### src/include/heptagon_config.svh
`ifndef HEPTAGON_CONFIG_SVH
`define HEPTAGON_CONFIG_SVH

// Point coordinates, unsigned
`define COORD_W    10

`define NUM_HEPT   5
`define NUM_VERT   7
`define NUM_POINTS 35

// Output fields
`define AREA_W     19
`define INDEX_W    3

`endif

### src/heptagon_pkg.sv
`default_nettype none

`include "heptagon_config.svh"

package heptagon_pkg;

    typedef struct packed {
        logic [`COORD_W-1:0] x;
        logic [`COORD_W-1:0] y;
    } point_t;

    typedef logic [5:0] addr_t;                 // Point address in the store
    typedef logic [2:0] hept_t;
    typedef logic signed [21:0] twice_area_t;

    typedef struct packed {
        logic [`INDEX_W-1:0] index;             // 1-based heptagon number
        logic [`AREA_W-1:0]  area;
    } rank_t;

    typedef enum logic [2:0] {IDLE, LOAD_REF, COMPARE, NEXT_REF, DONE} sort_state_t;
    typedef enum logic [1:0] {COLLECT, SORT, EMIT, FINISH} rank_state_t;

    // Cross product of (a - o) and (b - o), positive when b lies counterclockwise of a
    function automatic twice_area_t cross_at(point_t o, point_t a, point_t b);
        logic signed [`COORD_W:0] ax, ay, bx, by;
        ax = $signed({1'b0, a.x}) - $signed({1'b0, o.x});
        ay = $signed({1'b0, a.y}) - $signed({1'b0, o.y});
        bx = $signed({1'b0, b.x}) - $signed({1'b0, o.x});
        by = $signed({1'b0, b.y}) - $signed({1'b0, o.y});
        return ax * by - bx * ay;
    endfunction

endpackage

`default_nettype wire

### src/vertex_store.sv
`timescale 1ns/1ps
`default_nettype none

`include "heptagon_config.svh"

module vertex_store import heptagon_pkg::*; (
    input  wire                 clk,
    input  wire                 reset,
    input  wire  [`COORD_W-1:0] x,
    input  wire  [`COORD_W-1:0] y,
    output logic                load_done,
    input  wire  addr_t         sort_addr_a,
    input  wire  addr_t         sort_addr_b,
    input  wire                 swap,
    output point_t              pt_a,
    output point_t              pt_b,
    input  wire  addr_t         area_addr,
    output point_t              area_pt
);

    point_t mem [`NUM_POINTS];
    logic   loading;
    addr_t  count;

    // Load window opens on the first edge after reset
    always_ff @(posedge clk or posedge reset) begin
        if (reset) begin
            loading   <= 1'b1;
            count     <= '0;
            load_done <= 1'b0;
        end else begin
            load_done <= 1'b0;
            if (loading) begin
                if (count == addr_t'(`NUM_POINTS - 1)) begin
                    loading   <= 1'b0;
                    load_done <= 1'b1;
                end else begin
                    count <= count + 6'd1;
                end
            end
        end
    end

    always_ff @(posedge clk) begin
        if (loading) begin
            mem[count] <= {x, y};
        end else if (swap) begin
            mem[sort_addr_a] <= pt_b;   // In-place exchange
            mem[sort_addr_b] <= pt_a;
        end
    end

    assign pt_a    = mem[sort_addr_a];
    assign pt_b    = mem[sort_addr_b];
    assign area_pt = mem[area_addr];

    a_no_swap_in_load: assert property (
        @(posedge clk) disable iff (reset) loading |-> !swap
    );

endmodule

`default_nettype wire

### src/angular_sorter.sv
`timescale 1ns/1ps
`default_nettype none

`include "heptagon_config.svh"

module angular_sorter import heptagon_pkg::*; (
    input  wire         clk,
    input  wire         reset,
    input  wire         load_done,
    output addr_t       sort_addr_a,
    output addr_t       sort_addr_b,
    input  wire point_t pt_a,
    input  wire point_t pt_b,
    output logic        swap,
    output logic        sort_done
);

    sort_state_t state;
    hept_t       hept;
    logic [2:0]  ref_slot;
    logic [2:0]  cmp_slot;
    point_t      anchor;
    addr_t       base;
    twice_area_t cp;

    assign base        = addr_t'(hept) * addr_t'(`NUM_VERT);
    assign sort_addr_a = base + addr_t'(ref_slot);
    assign sort_addr_b = (state == LOAD_REF) ? base : base + addr_t'(cmp_slot);

    // Port a always shows the current point in the reference slot, even right after a swap
    assign cp        = cross_at(anchor, pt_a, pt_b);
    assign swap      = (state == COMPARE) && (cp < 0);
    assign sort_done = (state == DONE);

    always_ff @(posedge clk or posedge reset) begin
        if (reset) begin
            state    <= IDLE;
            hept     <= '0;
            ref_slot <= 3'd1;
            cmp_slot <= 3'd2;
        end else begin
            case (state)
                IDLE: begin
                    if (load_done) begin
                        state    <= LOAD_REF;
                        hept     <= '0;
                        ref_slot <= 3'd1;
                    end
                end
                LOAD_REF: begin
                    cmp_slot <= ref_slot + 3'd1;
                    state    <= COMPARE;
                end
                COMPARE: begin
                    cmp_slot <= cmp_slot + 3'd1;
                    if (cmp_slot == 3'(`NUM_VERT - 1)) begin
                        state <= NEXT_REF;
                    end
                end
                NEXT_REF: begin
                    if (ref_slot == 3'(`NUM_VERT - 2)) begin
                        if (hept == hept_t'(`NUM_HEPT - 1)) begin
                            state <= DONE;
                        end else begin
                            hept     <= hept + 3'd1;
                            ref_slot <= 3'd1;
                            state    <= LOAD_REF;
                        end
                    end else begin
                        ref_slot <= ref_slot + 3'd1;
                        state    <= LOAD_REF;
                    end
                end
                DONE: begin
                    state <= IDLE;    // Nothing more until the next reset
                end
                default: begin
                    state <= IDLE;
                end
            endcase
        end
    end

    // Vertex 0 stays in place
    always_ff @(posedge clk) begin
        if (state == LOAD_REF) begin
            anchor <= pt_b;
        end
    end

    // Convex input leaves no two vertices in line with vertex 0
    a_strict_order: assert property (
        @(posedge clk) disable iff (reset) (state == COMPARE) |-> (cp != 0)
    );

endmodule

`default_nettype wire

### src/shoelace_area.sv
`timescale 1ns/1ps
`default_nettype none

`include "heptagon_config.svh"

module shoelace_area import heptagon_pkg::*; (
    input  wire         clk,
    input  wire         reset,
    input  wire         sort_done,
    output addr_t       area_addr,
    input  wire point_t area_pt,
    output logic        area_valid,
    output rank_t       area_rank
);

    logic        busy;
    hept_t       hept;
    logic [2:0]  step;          // 0 to 6 walk the vertices, 7 closes on vertex 0
    point_t      anchor;
    point_t      prev;
    twice_area_t acc;
    twice_area_t sum;
    twice_area_t half;
    addr_t       base;

    assign base      = addr_t'(hept) * addr_t'(`NUM_VERT);
    assign area_addr = (step == 3'(`NUM_VERT)) ? base : base + addr_t'(step);

    // Edge terms relative to vertex 0 keep every partial sum inside one heptagon
    assign sum  = acc + cross_at(anchor, prev, area_pt);
    assign half = sum >>> 1;

    always_ff @(posedge clk or posedge reset) begin
        if (reset) begin
            busy       <= 1'b0;
            hept       <= '0;
            step       <= '0;
            area_valid <= 1'b0;
        end else begin
            area_valid <= 1'b0;
            if (sort_done) begin
                busy <= 1'b1;
                hept <= '0;
                step <= '0;
            end else if (busy) begin
                if (step == 3'(`NUM_VERT)) begin
                    area_valid <= 1'b1;
                    step       <= '0;
                    if (hept == hept_t'(`NUM_HEPT - 1)) begin
                        busy <= 1'b0;
                    end else begin
                        hept <= hept + 3'd1;
                    end
                end else begin
                    step <= step + 3'd1;
                end
            end
        end
    end

    always_ff @(posedge clk) begin
        if (busy) begin
            prev <= area_pt;
            if (step == 3'd0) begin
                anchor <= area_pt;
                acc    <= '0;
            end else begin
                acc <= sum;
            end
            if (step == 3'(`NUM_VERT)) begin
                area_rank.index <= hept + 3'd1;
                area_rank.area  <= half[`AREA_W-1:0];
            end
        end
    end

    // Counterclockwise order from the sorter gives a positive sum
    a_area_non_negative: assert property (
        @(posedge clk) disable iff (reset)
        (busy && step == 3'(`NUM_VERT)) |-> (sum >= 0)
    );

endmodule

`default_nettype wire

### src/area_ranker.sv
`timescale 1ns/1ps
`default_nettype none

`include "heptagon_config.svh"

module area_ranker import heptagon_pkg::*; (
    input  wire                 clk,
    input  wire                 reset,
    input  wire                 area_valid,
    input  wire rank_t          area_rank,
    output logic                valid,
    output logic [`INDEX_W-1:0] index,
    output logic [`AREA_W-1:0]  area
);

    rank_state_t state;
    rank_t       ent [`NUM_HEPT];
    logic [2:0]  ptr;       // Collect slot, later emit slot
    logic [2:0]  head;
    logic [2:0]  scan;
    logic        ahead;

    // Larger area first, lower index wins a tie
    assign ahead = (ent[scan].area > ent[head].area) ||
                   ((ent[scan].area == ent[head].area) &&
                    (ent[scan].index < ent[head].index));

    always_ff @(posedge clk or posedge reset) begin
        if (reset) begin
            state <= COLLECT;
            ptr   <= '0;
            head  <= '0;
            scan  <= 3'd1;
            valid <= 1'b0;
        end else begin
            valid <= 1'b0;
            case (state)
                COLLECT: begin
                    if (area_valid) begin
                        ptr <= ptr + 3'd1;
                        if (ptr == 3'(`NUM_HEPT - 1)) begin
                            state <= SORT;
                            head  <= '0;
                            scan  <= 3'd1;
                        end
                    end
                end
                SORT: begin
                    if (scan == 3'(`NUM_HEPT - 1)) begin
                        if (head == 3'(`NUM_HEPT - 2)) begin
                            state <= EMIT;
                            ptr   <= '0;
                        end else begin
                            head <= head + 3'd1;
                            scan <= head + 3'd2;
                        end
                    end else begin
                        scan <= scan + 3'd1;
                    end
                end
                EMIT: begin
                    valid <= 1'b1;
                    ptr   <= ptr + 3'd1;
                    if (ptr == 3'(`NUM_HEPT - 1)) begin
                        state <= FINISH;
                    end
                end
                FINISH: begin
                    state <= FINISH;    // Held until reset
                end
                default: begin
                    state <= COLLECT;
                end
            endcase
        end
    end

    always_ff @(posedge clk) begin
        if (state == COLLECT && area_valid) begin
            ent[ptr] <= area_rank;
        end else if (state == SORT && ahead) begin
            ent[head] <= ent[scan];
            ent[scan] <= ent[head];
        end
        if (state == EMIT) begin
            index <= ent[ptr].index;
            area  <= ent[ptr].area;
        end
    end

    a_burst_length: assert property (
        @(posedge clk) disable iff (reset) valid [*5] |=> !valid
    );

endmodule

`default_nettype wire

### src/heptagon_top.sv
`timescale 1ns/1ps
`default_nettype none

`include "heptagon_config.svh"

module heptagon_top import heptagon_pkg::*; (
    input  wire                  clk,
    input  wire                  reset,
    input  wire  [`COORD_W-1:0]  x,
    input  wire  [`COORD_W-1:0]  y,
    output logic                 valid,
    output logic [`INDEX_W-1:0]  index,
    output logic [`AREA_W-1:0]   area
);

    logic   load_done;
    logic   swap;
    logic   sort_done;
    logic   area_valid;
    addr_t  sort_addr_a;
    addr_t  sort_addr_b;
    addr_t  area_addr;
    point_t pt_a;
    point_t pt_b;
    point_t area_pt;
    rank_t  area_rank;

    vertex_store u_vertex_store (
        .clk         (clk),
        .reset       (reset),
        .x           (x),
        .y           (y),
        .load_done   (load_done),
        .sort_addr_a (sort_addr_a),
        .sort_addr_b (sort_addr_b),
        .swap        (swap),
        .pt_a        (pt_a),
        .pt_b        (pt_b),
        .area_addr   (area_addr),
        .area_pt     (area_pt)
    );

    angular_sorter u_angular_sorter (
        .clk         (clk),
        .reset       (reset),
        .load_done   (load_done),
        .sort_addr_a (sort_addr_a),
        .sort_addr_b (sort_addr_b),
        .pt_a        (pt_a),
        .pt_b        (pt_b),
        .swap        (swap),
        .sort_done   (sort_done)
    );

    shoelace_area u_shoelace_area (
        .clk        (clk),
        .reset      (reset),
        .sort_done  (sort_done),
        .area_addr  (area_addr),
        .area_pt    (area_pt),
        .area_valid (area_valid),
        .area_rank  (area_rank)
    );

    area_ranker u_area_ranker (
        .clk        (clk),
        .reset      (reset),
        .area_valid (area_valid),
        .area_rank  (area_rank),
        .valid      (valid),
        .index      (index),
        .area       (area)
    );

endmodule

`default_nettype wire

### config.mk
export PLATFORM = sky130hd
export DESIGN_NAME = heptagon_top
export DESIGN_NICKNAME = d
export VERILOG_FILES = /design/src/heptagon_pkg.sv /design/src/vertex_store.sv /design/src/angular_sorter.sv /design/src/shoelace_area.sv /design/src/area_ranker.sv /design/src/heptagon_top.sv
export VERILOG_INCLUDE_DIRS = /design/src /design/src/include
export SDC_FILE = /design/constraint.sdc
export NUM_CORES = 2
export LEC_CHECK = 0
export BUFFER_PORTS_ARGS = -buffer_cell sky130_fd_sc_hd__buf_2
export CAP_MARGIN = 20
export CORE_MARGIN = 5
export CORE_UTILIZATION = 44
export DETAILED_ROUTE_END_ITERATION = 6
export PLACE_DENSITY = 0.68
export SKIP_LAST_GASP = 1
export SYNTH_ARGS = -nofsm -noshare
export SYNTH_HDL_FRONTEND = slang
export SYNTH_HIERARCHICAL = 1
export SYNTH_SLANG_ARGS = --single-unit
### constraint.sdc
create_clock -name clk -period 15.73 [get_ports clk]
set_input_delay 0.7865 -clock clk [delete_from_list [all_inputs] [get_ports clk]]
set_output_delay 0.7865 -clock clk [all_outputs]
set_load 0.01 [all_outputs]
# Yosys cells after proc, flatten, opt, wreduce, memory -nomap -nowiden
# Memory sizes are Yosys's and may differ from the RTL's. A register that Yosys moved wholly into a read port is not among the register bits.
# Index checks and enable logic that the tools add are counted.
# classes
n_addsub	24
multipliers	6
magnitude_cmp	3
eq_ne	30
mux	70
n_bitwise	1
n_reduce_logical	27
# op_table
cell	n
$mul 11x11->22	4
$sub 10x10->11	8
$mux 3	28
$sub 22x22->22	2
$pmux 3 s2	5
$add 3x1->3 const B	8
$eq 3x3->1 const B	8
$mux 1	24
$add 22x22->22	1
$lt 22x1->1 const B	1
$mux 22	1
$reduce_or 22->1	1
$mux 20	1
$reduce_or 20->1	1
$eq 19x19->1	1
$gt 19x19->1	1
$add 6x3->6	3
$mux 6	3
$mul 3x3->6 const B	2
$ne 2x2->1 const B	6
$pmux 3 s4	1
$reduce_and 4->1	3
$mux 2	5
$ne 2x1->1 const B	5
21 further kinds	38
# totals
register_bits	144
ram_bits	810
input_bits	22
word_cells	188
mem_count	2
# memory_table
name	words	width	rd	rd_clocked_by_memory_dff	wr	line	source
u_vertex_store.mem	35	20	3	0	2	vertex_store.sv:21	point_t mem [`NUM_POINTS];
u_area_ranker.ent	5	22	3	1	2	area_ranker.sv:17	rank_t ent [`NUM_HEPT];

# Logic depth before layout (Yosys ltp)
# An unclocked memory read counts as a cell.
# logic_depth
ltp_word	14
mapped_depth	58
mapped_depth_nobuf	52

# Cells and area by module
# Netlist, hierarchy kept.
# by_module_without_submodules
module	n_inst	cells_per_inst	area_each_um2	seq_area_each_um2
vertex_store	1	4316	50422.1	21221.6
shoelace_area	1	1432	14453.9	2662.6
angular_sorter	1	1390	12764.7	903.4
area_ranker	1	793	9618.0	4265.3

# Worst setup path before layout
# Ideal clock, no wire load.
# synth_timing
path_type	register to register
start	register u_angular_sorter.hept[1]
end	memory u_vertex_store/mem[3][0] (netlist name), enable pin
t_arrival_ps	14038
path_slack_ps	1267
stages_incl_launch_ff	51
path_buffers	7
path_cell_list	dfrtp_1 fa_1 ha_1 ha_1 xnor2_1 o21ai_0 buf_6 buf_6 buf_6 buf_6 mux2_1 a32o_1 a211oi_1 o211ai_1 or3b_2 inv_1 ha_1 inv_1 [... 15 more ...] inv_1 fa_1 inv_1 ha_1 nand4_1 or2_2 o221ai_1 a21oi_1 xnor2_1 mux2i_1 nor2b_1 buf_2 buf_2 buf_2 nand3b_1 o31ai_1 nand2_1 o21ai_0
# synth_lines
item	line	source
start, declared	angular_sorter.sv:19	hept_t hept;
start signal, assigned	angular_sorter.sv:65	hept <= hept + 3'd1;
end, declared	vertex_store.sv:21	

==> flow_summary_export.csv <==
group,metric,value,unit
run_status,outcome,"complete, but fails checks",
run_status,violations,"design-rule violations",
clocking,postCtsSetupBuffers,0,
worst_setup_path,crit_buf_inv,9,
worst_setup_path,critPathKind,"reg -> reg",
timing,setup_tns,0,ps
yosys,synth.avg_cell_area,11.0,µm²
power_and_ir_drop,p_leak,34.7,nW
worst_setup_path,cpMaxStageDelayCell,"nor2b_4",
worst_setup_path,end_kind,"flip-flop",
timing,rsz0062_at_grt,"false",
yosys,seq_area_frac_synth,0.333,
clocking,cts.sinks,974,
clocking,cts_htree_levels,3,
cells_and_area,finalNonFillerCells,10600,
timing,worst_slew_pin_slew,1290,ps
timing,setup-violations-final,0,
clocking,tritoncts,"yes",
worst_setup_path,cp_common_cell,"fa_1",
yosys,synth_area,87300,µm²
placed_design,dp.cells,10400,
clocking,cts_root_buf,"clkbuf_16",
placed_design,port_buffers,44,
cells_and_area,final_nets,8762,
yosys,synth_warnings,6,
die,die_w,455,µm
worst_setup_path,cpPeakStageDelay,930,ps
die,die_h,455,µm
die,core.rowCount,163,
yosys,synth.top_cell.area_share,0.321,
drt,dr.first_iter.drc_count,10800,
timing,slew_violations,0,
yosys,yosysTopAreaCell,"edfxtp_1",
grt,antenna_found_initial,19,
drt,vias_per_cell,6.72,
worst_setup_path,crit_arrival,15740,ps
power_and_ir_drop,peakVddDrop,106,µV
clocking,cts_max_path_buffers,3,
run,drv_cap,0,
timing,finClkSkew,135,ps
yosys,async_flop_share,0.0411,
grt,overflow,0,
drt,wl_per_cell,33.4,µm
cells_and_area,syn2layout_area_growth,11.2,%
die,initial_core_util,0.442,
die,dieArea,207000,µm²
placed_design,gp_congestion,1.05,
grt,grt_pass1_vias,70600,
grt,globalRouteTotalUtil,0.336,
timing,maxSlewHeadroom,0.133,
clocking,path_clk_slew,60,ps
yosys,synth_cells,7931,
worst_setup_path,cp_max_fo,27,
die,core_area,197000,µm²
power_and_ir_drop,power_density,58.5,nW/µm²
drt,drtAntennaViolNets,0,
die,io_pins,45,
drt,vias,71500,
grt,grt_pass1_wl,506000,µm
clocking,clk_latency,820,ps
timing,finalCritPeriodShare,0.971,
drt,wirelength,355000,µm
timing,timing.fmax,0.0655,GHz
worst_setup_path,crit_required,16200,ps
grt,grt_start_max_net_pins,88,
clocking,cts_inserted_buffers,113,
yosys,synth_edf_count,934,
worst_setup_path,cp_top_family,"adder cells",
yosys,syn-num-nets,8796,
drt,dr.pass1.iters,7,
yosys,synth-seq-cells,974,
yosys,synthFlopType,"edfxtp_1",
timing,finalHoldViolCount,0,
worst_setup_path,startpoint_type,"flip-flop",
hold_path,min_path_type,"reg -> reg",
timing,layout_min_cycle_time,15270,ps
placed_design,dpl.hpwl,257000,µm
yosys,synthTopCellsByArea,"edfxtp_1 32%, fa_1 12%, mux2i_1 9.5%",
drt,route.detailed.drc,4,
cells_and_area,drive_gt1_frac,0.168,
yosys,ys_types,118,
## cells by family after synthesis
family | share of synthesized area
compound gates | 0.132
simple gates | 0.0861
buf+inv | 0.0707
mux | 0.194
flops | 0.333
fa+ha+maj | 0.167
xor+xnor | 0.0169
## worst register-to-register path, delay by kind of cell, from the launching register on
family / cells / cell delay, ps
compound gates: 9 / 2410
buf+inv: 9 / 1790
mux: 1 / 230
xor+xnor: 2 / 720
simple gates: 13 / 4040
flops: 1 / 510
fa+ha+maj: 11 / 5290
## final timing paths
| kind | start | to | slack, ps | depth (start not counted) |
|---|---|---|---|---|
| setup / recovery | u_angular_sorter/hept[0]$_DFFE_PP0P_ | u_vertex_store/mem[15][16]$_DFFE_PP_ | 460 | 45 |
| hold / removal | u_angular_sorter/cmp_slot[2]$_DFFE_PP0P_ | u_angular_sorter/cmp_slot[2]$_DFFE_PP0P_ | 570 | 1 |
| setup reg to reg | u_angular_sorter/hept[0]$_DFFE_PP0P_ | u_vertex_store/mem[15][16]$_DFFE_PP_ | 460 | 45 |
| hold reg to reg | u_angular_sorter/cmp_slot[2]$_DFFE_PP0P_ | u_angular_sorter/cmp_slot[2]$_DFFE_PP0P_ | 570 | 1 |
| max in group asynchronous | reset | u_area_ranker/head[1]$_DFFE_PP0P_ | 14520 | 3 |
| min in group asynchronous | reset | u_shoelace_area/hept[1]$_DFFE_PP0P_ | 660 | 3 |
## final cells by class
class	count	area, µm²
fill	17500	100000
multi-input combinational	5523	53000
antenna	11	27.5
clock buffer	143	3050
sequential	974	29100
timing repair buffer	507	4960
inverter	778	2920
tap	2640	3300
clock inverter	67	677
## power breakdown
part / total (mW) / switching, mW / internal, mW
Sequential: 2.83 / 0 / 2.83
Combinational: 0.119 / 0.0735 / 0.0455
Clock: 2.72 / 1.19 / 1.53
Total: 5.67 / 1.26 / 4.41
## stage by stage
stage	power [mW]	instance area [µm²]	util	hold slack [ps]	setup WS [ps]
finish	5.67	97000	0.492	569	460
global route	5.80	97000	0.492	595	36.8
global placement	2.99	93100	0.472	534	706
CTS	5.69	96900	0.491	559	523
floorplan	2.96	87300	-	487	1270
detailed placement	3.00	93100	0.472	553	497
## synth_stat cells, types with 18 or more instances
master and instances:
nand4_1 21, o221ai_1 178, dfrtp_1 36, and2_1 58, nor3_1 49, o21ai_1 75, a22oi_1 323, mux2i_1 830
buf_4 58, mux2_2 65, mux2i_2 20, a21oi_1 219, clkbuf_1 346, nor2_1 458, edfxtp_1 934, buf_6 40
inv_1 769, fa_1 540, nand3b_1 22, a21o_1 64, mux2_1 21, a31oi_1 26, a221o_1 19, ha_1 303
mux4_2 327, nor2b_1 77, nand3_1 71, a311oi_1 21, or2_2 36, xnor2_1 109, buf_2 153, nand2b_1 78
o21ai_0 317, o22ai_1 94, a22o_1 18, o211ai_1 38, a221oi_1 42, xor2_1 57, o31ai_1 28, buf_1 53
nand2_1 629
## cells in the final DEF, fill, tap and decap left out, types with 323 or more instances in the layout
cell and instances:
edfxtp_1 934, mux2i_1 829, inv_1 769, nand2_1 627, fa_1 539, nor2_1 419
buf_4 359, mux4_2 327, a22oi_1 323
## sequential cells by signal, indices dropped and copies added (netlist names), 6 cells and up
signal                     count
u_shoelace_area/anchor        20
u_shoelace_area/prev          20
u_shoelace_area/acc           20
u_area_ranker/area            19
u_area_ranker/ent            110
u_angular_sorter/anchor       20
u_vertex_store/mem           700
u_vertex_store/count           6
u_shoelace_area/area_rank     22
## layer usage
layer / part of all wire / track usage / up-vias
li1: - / - / 29000
met3: 0.13 / 0.106 / 1536
met2: 0.43 / 0.513 / 5465
met5: 0.00081 / 0.00643 / -
met4: 0.090 / 0.233 / 14
met1: 0.34 / 0.406 / 35500
## what timing repair did
action                                  in CTS  in global routing
endpoints found under the hold margin        3                  0
endpoints found under the setup margin       0                 61
resized for setup                            0                  4
hold buffers                                 1                  0
Power figures use the tool's default switching activity.
